## src/rtl/axi_rd_params.svh

```systemverilog
`ifndef AXI_RD_PARAMS_SVH
`define AXI_RD_PARAMS_SVH

// AXI read channel field widths
`define AXI_ADDR_W 32
`define AXI_DATA_W 32
`define AXI_ID_W 4

// Length field holds beats minus one for 1 to 16 beats
`define AXI_LEN_W 4
`define AXI_SIZE_W 3

// Local byte memory
`define RAM_BYTES 4096
`define RAM_ADDR_W 12

// Byte count carried with each beat of up to 4 bytes
`define WR_NBYTES_W 3

`endif

```

## src/rtl/axi_rd_pkg.sv

```systemverilog
`default_nettype none

`include "axi_rd_params.svh"

package axi_rd_pkg;

	// Encodings as on ARBURST
	typedef enum logic [1:0] {
		BURST_FIXED = 2'b00,
		BURST_INCR  = 2'b01,
		BURST_WRAP  = 2'b10
	} burst_t;

	// Read request, also used as the AR payload
	typedef struct packed {
		logic [`AXI_ID_W-1:0]   id;
		logic [`AXI_ADDR_W-1:0] addr;
		logic [`AXI_LEN_W-1:0]  len;
		logic [`AXI_SIZE_W-1:0] size;
		burst_t                 burst;
	} ar_req_t;

	// R channel payload
	typedef struct packed {
		logic [`AXI_ID_W-1:0]   id;
		logic [`AXI_DATA_W-1:0] data;
		logic                   last;
	} r_beat_t;

	// One beat on its way into the byte memory
	typedef struct packed {
		logic [`RAM_ADDR_W-1:0]  addr;
		logic [`AXI_DATA_W-1:0]  data;
		logic [`WR_NBYTES_W-1:0] nbytes;
		logic                    last;
	} byte_wr_t;

endpackage

`default_nettype wire

```

## src/rtl/beat_addr_gen.sv

```systemverilog
`timescale 1ns/1ps
`default_nettype none

`include "axi_rd_params.svh"

module beat_addr_gen (
	input  logic                 clk,
	input  logic                 resetn,
	input  axi_rd_pkg::ar_req_t  ctx,
	input  logic                 ctx_valid,
	input  logic                 rvalid,
	input  axi_rd_pkg::r_beat_t  r,
	output logic                 rready,
	output logic                 beat_last_taken,
	output axi_rd_pkg::byte_wr_t wr,
	output logic                 wr_valid
);

	import axi_rd_pkg::*;

	logic                    accept;
	logic                    first;
	logic [`RAM_ADDR_W-1:0]  cur_addr;
	logic [`RAM_ADDR_W-1:0]  beat_addr;
	logic [`RAM_ADDR_W-1:0]  step;
	logic [`RAM_ADDR_W-1:0]  incr_addr;
	logic [`RAM_ADDR_W-1:0]  beats;
	logic [`RAM_ADDR_W-1:0]  wrap_mask;
	logic [`RAM_ADDR_W-1:0]  next_addr;
	logic [`WR_NBYTES_W-1:0] nbytes;
	byte_wr_t                wr_q;
	logic                    wr_valid_q;

	// Memory never stalls, so ready simply follows an open burst
	assign rready          = ctx_valid;
	assign accept          = rvalid && ctx_valid;
	assign beat_last_taken = accept && r.last;

	// Only the low address bits matter since the memory wraps at its size
	assign beat_addr = first ? ctx.addr[`RAM_ADDR_W-1:0] : cur_addr;

	assign step      = {{(`RAM_ADDR_W-1){1'b0}}, 1'b1} << ctx.size;
	assign incr_addr = beat_addr + step;
	assign nbytes    = {{(`WR_NBYTES_W-1){1'b0}}, 1'b1} << ctx.size;

	// Wrap window of (len+1)*size bytes is always a power of two
	assign beats     = {{(`RAM_ADDR_W-`AXI_LEN_W){1'b0}}, ctx.len} + 1'b1;
	assign wrap_mask = (beats << ctx.size) - 1'b1;

	always_comb begin
		case (ctx.burst)
			BURST_FIXED: next_addr = beat_addr;
			BURST_WRAP:  next_addr = (beat_addr & ~wrap_mask) | (incr_addr & wrap_mask);
			default:     next_addr = incr_addr;
		endcase
	end

	// First beat of the next burst starts from the context address
	always_ff @(posedge clk or negedge resetn) begin
		if (!resetn) begin
			first <= 1'b1;
		end else if (accept) begin
			first <= r.last;
		end
	end

	always_ff @(posedge clk) begin
		if (accept) begin
			cur_addr <= next_addr;
		end
	end

	// Beat register toward the byte memory
	always_ff @(posedge clk) begin
		if (accept) begin
			wr_q.addr   <= beat_addr;
			wr_q.data   <= r.data;
			wr_q.nbytes <= nbytes;
			wr_q.last   <= r.last;
		end
	end

	always_ff @(posedge clk or negedge resetn) begin
		if (!resetn) begin
			wr_valid_q <= 1'b0;
		end else begin
			wr_valid_q <= accept;
		end
	end

	assign wr       = wr_q;
	assign wr_valid = wr_valid_q;

endmodule

`default_nettype wire

```

## config.mk

```make
export PLATFORM = sky130hd
export DESIGN_NAME = beat_addr_gen
export DESIGN_NICKNAME = d
export VERILOG_FILES = /design/src/rtl/axi_rd_pkg.sv /design/src/rtl/beat_addr_gen.sv
export VERILOG_INCLUDE_DIRS = /design/src /design/src/rtl
export SDC_FILE = /design/constraint.sdc
export NUM_CORES = 1
export LEC_CHECK = 0
export ABC_AREA = 0
export CAP_MARGIN = 0
export CORE_AREA = 2 2 94 96
export CTS_CLUSTER_DIAMETER = 150
export DETAILED_ROUTE_END_ITERATION = 16
export DIE_AREA = 0 0 96 98
export DONT_BUFFER_PORTS = 1
export PLACE_DENSITY = 0.62
export SETUP_SLACK_MARGIN = 0.2
export SLEW_MARGIN = 10
export SYNTH_ARGS = -nofsm -noshare
export SYNTH_HDL_FRONTEND = slang
export SYNTH_SLANG_ARGS = --single-unit
```

## constraint.sdc

```tcl
create_clock -name clk -period 3.9 [get_ports clk]
set_clock_uncertainty 0.2 [all_clocks]
set_input_delay 0.78 -clock clk [delete_from_list [all_inputs] [get_ports clk]]
set_output_delay 0.78 -clock clk [all_outputs]
set_load 0.02 [all_outputs]
```

==> metrics.txt <==
number of synthesized register bits 62; sum of routed wire length over all layers 7680 microns; Final Max Slew Viols 0; antenna diode count 0; area added between synthesis and finish 8.85%; final period utilization 88.8%; required time of the critical path 3.77 ns; distinct cell type count of the synthesized netlist 68; total power density per cell area 444 nW/um^2; cts bufs inserted 9; post-detailed-route via-to-cell ratio 5.98; H-tree depth 3; met2 wirelength from detailed routing 3500 microns; via count of the first global-routing pass 2353; number of sinks on the clock net 62; source-to-sink clock delay at the later pin of the worst-skew pair 0.33 ns; net count after synthesis 403; sequential-to-total area share from yosys stat 50.8%; remaining antenna violation count after routing 0; worst setup slack for register-to-register paths 0.44 ns; Storage cell area 1860 sq um; pin slew with the least headroom to its limit 0.714 ns; Setup Crit Path Kind reg -> reg; multi-input combinational cell area 1680 sq um; post-route met1 wirelength 3330 microns; standard-cell rows 34; arrival time reported for the critical path endpoint 3.34 ns; GRT Util Overall 16.3%; end-of-flow core utilization 46.9%; wire length on met3 686 microns; initial antenna violation count 0; global-route wire length before repair 12000 microns; outcome finished, final reports clean; number of top-level pins 137; synthesis warning total 0; critical path launch point type register; number of enable-type register cells in the synthesized netlist 60; effective utilization at floorplan 43.1%; HPWL after DPL 5640 microns; clock transition time at the flip-flop clock pins of the worst setup and hold paths 0.07 ns; detailed-route via count 2486; nature of the critical path endpoint register; top layer used by detailed routing met4; fin nets 400; number of max-capacitance violations reported 0; detailed-route wire length per cell 18.5 microns; cell count after synthesis 306; TritonCTS clock tree done; Synth Cell Area 3650 sq um; largest vdd supply drop 0.128 mV; static leakage 1.39 nW; fin crit period 3.46 ns; final setup fails 0; number of iterations in the first detailed-routing pass 4; ys async rst share 3.23%; remaining global-route overflow 0; maximum clock frequency 289 MHz; synthesized area divided by synthesized cell count 11.9 sq um; starting DRC count in detailed routing 120; Final Hold Vio Count 0; die height 98 microns; filler instances 741; Fin Setup TNS 0 ns; final estimated routing congestion in global placement 0.826; Clock Path Buffers 2; critical-path maximum fanout 9; Port-buffer cells 0; main flop type after synthesis sky130_fd_sc_hd__edfxtp_1; setup repair after global routing missed its margin false; core region area 8470 sq um; most common library cell in the layout ignoring fill and taps sky130_fd_sc_hd__edfxtp_1; Die Width 96 microns; CTS Root Cell sky130_fd_sc_hd__clkbuf_8; relative slew slack 52.0%; DRC violation count after routing 0; highest-count cells in the layout ignoring fill and taps sky130_fd_sc_hd__edfxtp_1, sky130_fd_sc_hd__nor2_1, sky130_fd_sc_hd__mux2_2, sky130_fd_sc_hd__a21oi_1, sky130_fd_sc_hd__nand2_1; die area 9410 sq um; maximum number of pins on one net before global-route repair 34; layout cell share with drive strength beyond 1 19.5%; hold crit path type in -> async
cell type report:
cell class | instances | area share, %
sequential | 62 | 46.8
inverter | 8 | 0.756
multi-input combinational | 216 | 42.3
clock buffer | 9 | 3.12
tap | 108 | 3.40
clock inverter | 7 | 2.46
timing repair buffer | 6 | 1.20
logic make-up after synthesis:
group | Yosys count | synth area share [%]
simple gates | 90 | 13.8
compound gates | 79 | 17.4
flops | 62 | 50.8
buf+inv | 28 | 3.74
mux | 24 | 7.27
xor+xnor | 12 | 3.09
fa+ha+maj | 11 | 3.98
Yosys cell counts, drive strengths merged (4+ instances only):
cell | n | area [sq um]
edfxtp | 60 | 1800
nor2 | 21 | 78.8
mux2 | 20 | 225
a21oi | 15 | 75.1
buf | 14 | 83.8
nand2 | 14 | 52.6
xnor2 | 11 | 96.3
ha | 10 | 125
o21ai | 10 | 53.8
and3 | 9 | 56.3
inv | 8 | 30.0
nand3 | 7 | 52.6
nor3 | 7 | 40.0
o21a | 7 | 52.6
clkbuf | 6 | 22.5
nand2b | 6 | 37.5
a211oi | 5 | 37.5
a311oi | 4 | 41.3
a31oi | 4 | 25.0
mux2i | 4 | 40.0
or3 | 4 | 25.0
layer usage:
| metal | vias up | GRT usage, % |
|---|---|---|
| met1 | 1158 | 21.1 |
| met4 | 0 | 7.03 |
| met2 | 116 | 25.1 |
| met5 | - | 0 |
| li1 | 1196 | - |
| met3 | 16 | 5.09 |
flip-flops by register name (all words and copies together), names as in the netlist:
signal and flops:
first 1, wr 48, wr_valid 1, cur_addr 12
metrics by stage:
| step | setup WS, ns | total power [mW] | cells | instance area (sq um) | hold slack [ns] |
|---|---|---|---|---|---|
| after global routing | 0.217 | 1.85 | 416 | 3970 | 0.0537 |
| after CTS | 0.305 | 1.78 | 416 | 3950 | 0.0607 |
| after detailed placement | 0.153 | 1.16 | 399 | 3720 | 0.284 |
| final | 0.437 | 1.76 | 416 | 3970 | 0.0786 |
| after floorplan | 0.153 | 1.12 | 306 | 3650 | 0.284 |
| after global placement | 0.232 | 1.15 | 399 | 3720 | 0.284 |
timing repair:
item                                    in CTS  in global routing
endpoints found under the setup margin       0                  4
gates resized for setup                      0                  4
hold buffers                                 1                  0
buffers inserted                             0                  0
hold endpoints to repair                     1                  0
power by group:
part / internal, mW / total [mW] / leakage, nW / switching (mW)
registers: 0.799 / 0.862 / 0.585 / 0.0633
logic: 0.134 / 0.289 / 0.700 / 0.155
clock network: 0.361 / 0.611 / 0.106 / 0.249
total: 1.29 / 1.76 / 1.39 / 0.468
worst max-delay path, cell delays in order, from the launching register on:
cell	delay, ns
sky130_fd_sc_hd__dfstp_4	0.71
sky130_fd_sc_hd__mux2i_2	0.33
sky130_fd_sc_hd__inv_1	0.10
sky130_fd_sc_hd__ha_1	0.31
sky130_fd_sc_hd__a211o_1	0.31
sky130_fd_sc_hd__a21oi_1	0.19
sky130_fd_sc_hd__o21ai_0	0.20
sky130_fd_sc_hd__a41oi_1	0.31
sky130_fd_sc_hd__mux2_2	0.38
sky130_fd_sc_hd__o41ai_1	0.06
sky130_fd_sc_hd__nor3_1	0.10
path summary, 6_finish.rpt:
kind                              from            to  cells after the start
max                              first  cur_addr[11]                     10
min                             resetn         first                      0
max reg2reg                      first  cur_addr[11]                     10
min reg2reg                cur_addr[0]        wr[36]                      1
max in group asynchronous       resetn      wr_valid                      1
min in group clk                  r[0]         wr[0]                      0
(Power assumes the default switching activity.)
