<file path="src/rtl/axi_rd_params.svh">
`ifndef AXI_RD_PARAMS_SVH
`define AXI_RD_PARAMS_SVH

// AXI read channel field widths
`define AXI_ADDR_W 32
`define AXI_DATA_W 32
`define AXI_ID_W 4

// Length field holds beats minus one for 1 to 16 beats
`define AXI_LEN_W 4
`define AXI_SIZE_W 3

// Local byte memory
`define RAM_BYTES 4096
`define RAM_ADDR_W 12

// Byte count carried with each beat of up to 4 bytes
`define WR_NBYTES_W 3

`endif

</file>
<file path="src/rtl/axi_rd_pkg.sv">
`default_nettype none

`include "axi_rd_params.svh"

package axi_rd_pkg;

	// Encodings as on ARBURST
	typedef enum logic [1:0] {
		BURST_FIXED = 2'b00,
		BURST_INCR  = 2'b01,
		BURST_WRAP  = 2'b10
	} burst_t;

	// Read request, also used as the AR payload
	typedef struct packed {
		logic [`AXI_ID_W-1:0]   id;
		logic [`AXI_ADDR_W-1:0] addr;
		logic [`AXI_LEN_W-1:0]  len;
		logic [`AXI_SIZE_W-1:0] size;
		burst_t                 burst;
	} ar_req_t;

	// R channel payload
	typedef struct packed {
		logic [`AXI_ID_W-1:0]   id;
		logic [`AXI_DATA_W-1:0] data;
		logic                   last;
	} r_beat_t;

	// One beat on its way into the byte memory
	typedef struct packed {
		logic [`RAM_ADDR_W-1:0]  addr;
		logic [`AXI_DATA_W-1:0]  data;
		logic [`WR_NBYTES_W-1:0] nbytes;
		logic                    last;
	} byte_wr_t;

endpackage

`default_nettype wire

</file>
<file path="src/rtl/ar_issue.sv">
`timescale 1ns/1ps
`default_nettype none

`include "axi_rd_params.svh"

module ar_issue (
	input  logic                clk,
	input  logic                resetn,
	input  logic                start,
	input  axi_rd_pkg::ar_req_t req,
	output axi_rd_pkg::ar_req_t ar,
	output logic                arvalid,
	input  logic                arready,
	input  logic                beat_last_taken,
	output axi_rd_pkg::ar_req_t ctx,
	output logic                ctx_valid,
	output logic                busy
);

	import axi_rd_pkg::*;

	typedef enum logic [1:0] {
		ST_IDLE = 2'b00,
		ST_ADDR = 2'b01,
		ST_DATA = 2'b10
	} state_t;

	state_t  state;
	ar_req_t req_q;
	logic    drain_q;
	logic    start_ok;

	// A new request is taken only once the previous one has fully landed
	assign start_ok = start && !busy;

	always_ff @(posedge clk or negedge resetn) begin
		if (!resetn) begin
			state <= ST_IDLE;
		end else begin
			case (state)
				ST_IDLE: begin
					if (start_ok) begin
						state <= ST_ADDR;
					end
				end
				ST_ADDR: begin
					if (arready) begin
						state <= ST_DATA;
					end
				end
				ST_DATA: begin
					if (beat_last_taken) begin
						state <= ST_IDLE;
					end
				end
				default: state <= ST_IDLE;
			endcase
		end
	end

	// Last beat still sits in the write pipe for one more cycle
	always_ff @(posedge clk or negedge resetn) begin
		if (!resetn) begin
			drain_q <= 1'b0;
		end else begin
			drain_q <= beat_last_taken;
		end
	end

	// Request held stable for AR and for the whole data phase
	always_ff @(posedge clk) begin
		if (state == ST_IDLE && start_ok) begin
			req_q <= req;
		end
	end

	assign ar        = req_q;
	assign arvalid   = (state == ST_ADDR);
	assign ctx       = req_q;
	assign ctx_valid = (state == ST_DATA);
	assign busy      = (state != ST_IDLE) || drain_q;

endmodule

`default_nettype wire

</file>
<file path="config.mk">
export PLATFORM = sky130hd
export DESIGN_NAME = ar_issue
export DESIGN_NICKNAME = d
export VERILOG_FILES = /design/src/rtl/axi_rd_pkg.sv /design/src/rtl/ar_issue.sv
export VERILOG_INCLUDE_DIRS = /design/src /design/src/rtl
export SDC_FILE = /design/constraint.sdc
export NUM_CORES = 1
export LEC_CHECK = 0
export ABC_AREA = 1
export BUFFER_PORTS_ARGS = -buffer_cell sky130_fd_sc_hd__buf_4
export CAP_MARGIN = 25
export CORE_ASPECT_RATIO = 1.2
export CORE_MARGIN = 4
export CORE_UTILIZATION = 42
export CTS_CLUSTER_DIAMETER = 200
export DETAILED_ROUTE_END_ITERATION = 8
export GPL_TIMING_DRIVEN = 0
export PLACE_DENSITY = 0.85
export SLEW_MARGIN = 20
export SYNTH_ARGS = -nofsm -noshare
export SYNTH_HDL_FRONTEND = slang
export SYNTH_SLANG_ARGS = --single-unit
</file>
<file path="constraint.sdc">
create_clock -name clk -period 3.15 [get_ports clk]
set_input_delay 0.315 -clock clk [delete_from_list [all_inputs] [get_ports clk]]
set_output_delay 0.315 -clock clk [all_outputs]
set_load 0.05 [all_outputs]
</file>
==> run_summary.xml <==
<?xml version="1.0" encoding="UTF-8"?>
<metrics>
  <group name="status">
    <metric name="run_status" unit="">completed</metric>
  </group>
  <group name="synthesis">
    <metric name="synth_warnings" unit="">0</metric>
    <metric name="synth.net_count" unit="">159</metric>
    <metric name="yosys.area.top_type" unit="">edfxtp_1</metric>
    <metric name="postSynthRegisterBits" unit="">48</metric>
    <metric name="ys_dominant_reg_cell" unit="">edfxtp_1</metric>
    <metric name="synthesis.area" unit="um^2">1830</metric>
    <metric name="ranking_of_synthesized_cells_by_area" unit="">edfxtp_1 (74%), buf_4 (18%), dfrtp_1 (4.1%), nand2_1 (1.2%), inv_1 (1.0%)</metric>
    <metric name="synthTopCellsByCount" unit="">buf_4 (45), edfxtp_1 (45), nand2_1 (6)</metric>
    <metric name="synthDistinctLibCells" unit="">9</metric>
    <metric name="synth_top_area_share" unit="%">73.8</metric>
    <metric name="number_of_flops_mapped_to_enable_cells_by_yosys" unit="">45</metric>
    <metric name="postSynthAreaPerCell" unit="um^2">16.8</metric>
    <metric name="postSynthCellCount" unit="">109</metric>
    <metric name="ys_async_sr_fraction" unit="%">6.25</metric>
    <metric name="seq_area_frac_synth" unit="%">77.9</metric>
  </group>
  <group name="setup_path">
    <metric name="cp_top_family" unit="">buffers and inverters</metric>
    <metric name="critical-path-slowest-cell" unit="">dfrtp_1</metric>
    <metric name="crit_arrival" unit="ps">1560</metric>
    <metric name="worst_path_largest_cell_delay" unit="ps">410</metric>
    <metric name="worst_path_cell_trace" unit="">nor2_1, nand3_1, inv_2, buf_16</metric>
    <metric name="path_buf_inv" unit="">2</metric>
    <metric name="timing.setup.critical_path_class" unit="">register to register</metric>
    <metric name="endpoint_kind" unit="">register</metric>
    <metric name="worst-path-max-fanout" unit="">26</metric>
    <metric name="endpoint_required_time_on_the_critical_path" unit="ps">3140</metric>
    <metric name="startpoint_type" unit="">register</metric>
  </group>
  <group name="floorplan">
    <metric name="fp.dieH" unit="um">80.3</metric>
    <metric name="core_region_area" unit="um^2">4230</metric>
    <metric name="design.portCount" unit="">143</metric>
    <metric name="floorplan.die.width" unit="um">68.3</metric>
    <metric name="initial_core_util" unit="%">43.3</metric>
    <metric name="die_area" unit="um^2">5480</metric>
    <metric name="fp-row-count" unit="">26</metric>
  </group>
  <group name="grt">
    <metric name="grt_antenna_before_repair" unit="">0</metric>
    <metric name="largest_net_degree_at_the_start_of_global_routing" unit="">27</metric>
    <metric name="via_count_of_the_first_global_routing_pass" unit="">1251</metric>
    <metric name="global_route.usage.total" unit="%">14.9</metric>
    <metric name="grt_remaining_overflow" unit="">0</metric>
    <metric name="global_route_wire_length_before_repair" unit="um">5860</metric>
  </group>
  <group name="pwr">
    <metric name="power.net_switching" unit="uW">569</metric>
    <metric name="peakVddDrop" unit="V">0.000419</metric>
    <metric name="power.switching_fraction" unit="%">32.5</metric>
    <metric name="clockPowerShare" unit="%">23.6</metric>
    <metric name="fin_total_pwr" unit="mW">1.75</metric>
    <metric name="pwr-share-seq" unit="%">44.5</metric>
    <metric name="cell_internal_pwr" unit="mW">1.18</metric>
    <metric name="combinationalPowerShare" unit="%">31.8</metric>
    <metric name="power_density" unit="nW/um^2">563</metric>
    <metric name="p_leak" unit="nW">1.48</metric>
  </group>
  <group name="sta">
    <metric name="worst_setup_slack_after_layout" unit="ps">1590</metric>
    <metric name="fin_setup_tns" unit="ps">0</metric>
    <metric name="grt_setup_unrepaired" unit="">no</metric>
    <metric name="timing.clock.skew" unit="ps">5.52</metric>
    <metric name="maxClockFrequency" unit="MHz">639</metric>
    <metric name="report.final.setup_viol" unit="">0</metric>
    <metric name="worst_slew_pin_slew" unit="ps">462</metric>
    <metric name="hold_ws" unit="ps">147</metric>
    <metric name="worst_slew_margin_rel" unit="%">69.2</metric>
    <metric name="report.final.hold_viol_count" unit="">0</metric>
    <metric name="final_max_slew_viol_count" unit="">0</metric>
    <metric name="layout_min_cycle_time" unit="ps">1560</metric>
    <metric name="min_period_over_period" unit="%">49.7</metric>
  </group>
  <group name="clocking">
    <metric name="ctsResizeCount" unit="">0</metric>
    <metric name="tritoncts_num_sinks" unit="">48</metric>
    <metric name="clk-insertion-delay-late" unit="ps">290</metric>
    <metric name="tritoncts.num_buffers" unit="">5</metric>
    <metric name="htree_levels" unit="">2</metric>
    <metric name="cts_tree" unit="">yes</metric>
    <metric name="clock_root_buffer" unit="">clkbuf_8</metric>
    <metric name="postCtsHoldBufs" unit="">1</metric>
    <metric name="clk_pin_slew_worst_paths" unit="ps">70</metric>
    <metric name="cts_buffer_depth" unit="">2</metric>
    <metric name="post_cts_setup_buffers" unit="">0</metric>
  </group>
  <group name="run">
    <metric name="max-cap-violations" unit="">0</metric>
  </group>
  <group name="drt">
    <metric name="final_antenna_net_count" unit="">0</metric>
    <metric name="drtPass1Iterations" unit="">2</metric>
    <metric name="routed_via_density" unit="">4.04</metric>
    <metric name="drc" unit="">0</metric>
    <metric name="initialDrtViolationCount" unit="">24</metric>
    <metric name="postRouteWirelength" unit="um">4120</metric>
    <metric name="wire_per_inst" unit="um">13.0</metric>
    <metric name="dr_total_vias" unit="">1282</metric>
  </group>
  <group name="place">
    <metric name="dpl.hpwl" unit="um">3530</metric>
    <metric name="place_ws" unit="ps">1570</metric>
    <metric name="post-place-cells" unit="">308</metric>
    <metric name="gp_congestion" unit="">0.684</metric>
    <metric name="placed_area" unit="um^2">2990</metric>
    <metric name="port_buffers" unit="">142</metric>
  </group>
  <group name="finish">
    <metric name="syn_to_final_growth" unit="%">70.0</metric>
    <metric name="nets" unit="">310</metric>
    <metric name="num_antenna_cells" unit="">0</metric>
    <metric name="postLayoutCoreUtil" unit="%">73.6</metric>
    <metric name="fraction_of_layout_instances_using_a_drive_strength_above_1" unit="%">76.2</metric>
    <metric name="final-instance-count-excl-fill" unit="">317</metric>
    <metric name="layout.cell_area.non_filler" unit="um^2">3110</metric>
  </group>
  <group name="hold_path">
    <metric name="holdCritPathClass" unit="">input port to register</metric>
  </group>
</metrics>
==> final timing paths <==
check	to	slack, ps	start	depth (start not counted)
min in group asynchronous	drain_q$_DFF_PN0_	360	resetn	2
worst max-delay path	ar[23]$_DFFE_PP_	1590	state[0]$_DFFE_PN0P_	4
worst min register to register	state[0]$_DFFE_PN0P_	570	drain_q$_DFF_PN0_	3
max in group asynchronous	state[0]$_DFFE_PN0P_	2700	resetn	2
worst min-delay path	drain_q$_DFF_PN0_	150	beat_last_taken	1
worst max register to register	ar[23]$_DFFE_PP_	1590	state[0]$_DFFE_PN0P_	4
==> power by group through the flow <==
stage          clock network, mW  registers, mW  logic, mW
5_1_grt                    0.465          0.786      0.582
3_3_place_gp                   0          0.796      0.546
4_1_cts                    0.429          0.781      0.563
6_report                   0.414          0.780      0.557
3_5_place_dp                   0          0.795      0.562
2_1_floorplan                  0          0.926      0.240
==> cell families (layout without fill, tap and decap cells) <==
kind of cell,Yosys count,after routing,share of synthesized area (%)
buf+inv,51,203,19.7
simple gates,10,10,2.39
flops,48,48,77.9
==> layout by cell type, fill, tap and decap left out <==
master         netlist  final
nand2_1              6      6
clkinv_2             0      1
nand3_1              1      1
edfxtp_1            45     45
clkbuf_1             0      1
inv_1                5      4
nor2_1               1      1
clkbuf_8             0      5
dlygate4sd3_1        0      1
bufinv_16            0      1
buf_4               45    187
nor2_2               2      2
inv_2                1      2
buf_16               0      1
dfrtp_1              3      3
==> state kept, by name, summed over array words and instances, names as in the netlist <==
register / cells
ar: 45
state: 2
drain_q: 1
==> metal layers <==
layer  GRT usage (%)  vias up  part of all wire, %
met5               0        -                    0
met4            7.36        0                  2.1
met3            5.73       10                   13
met2            26.8       77                   56
met1            14.2      571                   29
li1                -      624                    -
==> area by class of cell <==
type / count / area, um^2
clock inverter: 2 / 35.0
inverter: 6 / 22.5
fill: 317 / 1120
sequential: 48 / 1430
multi-input combinational: 10 / 43.8
timing repair buffer: 144 / 1100
buffer: 45 / 338
clock buffer: 6 / 72.6
tap: 56 / 70.1
No activity file was read; power rests on OpenSTA's default activity.
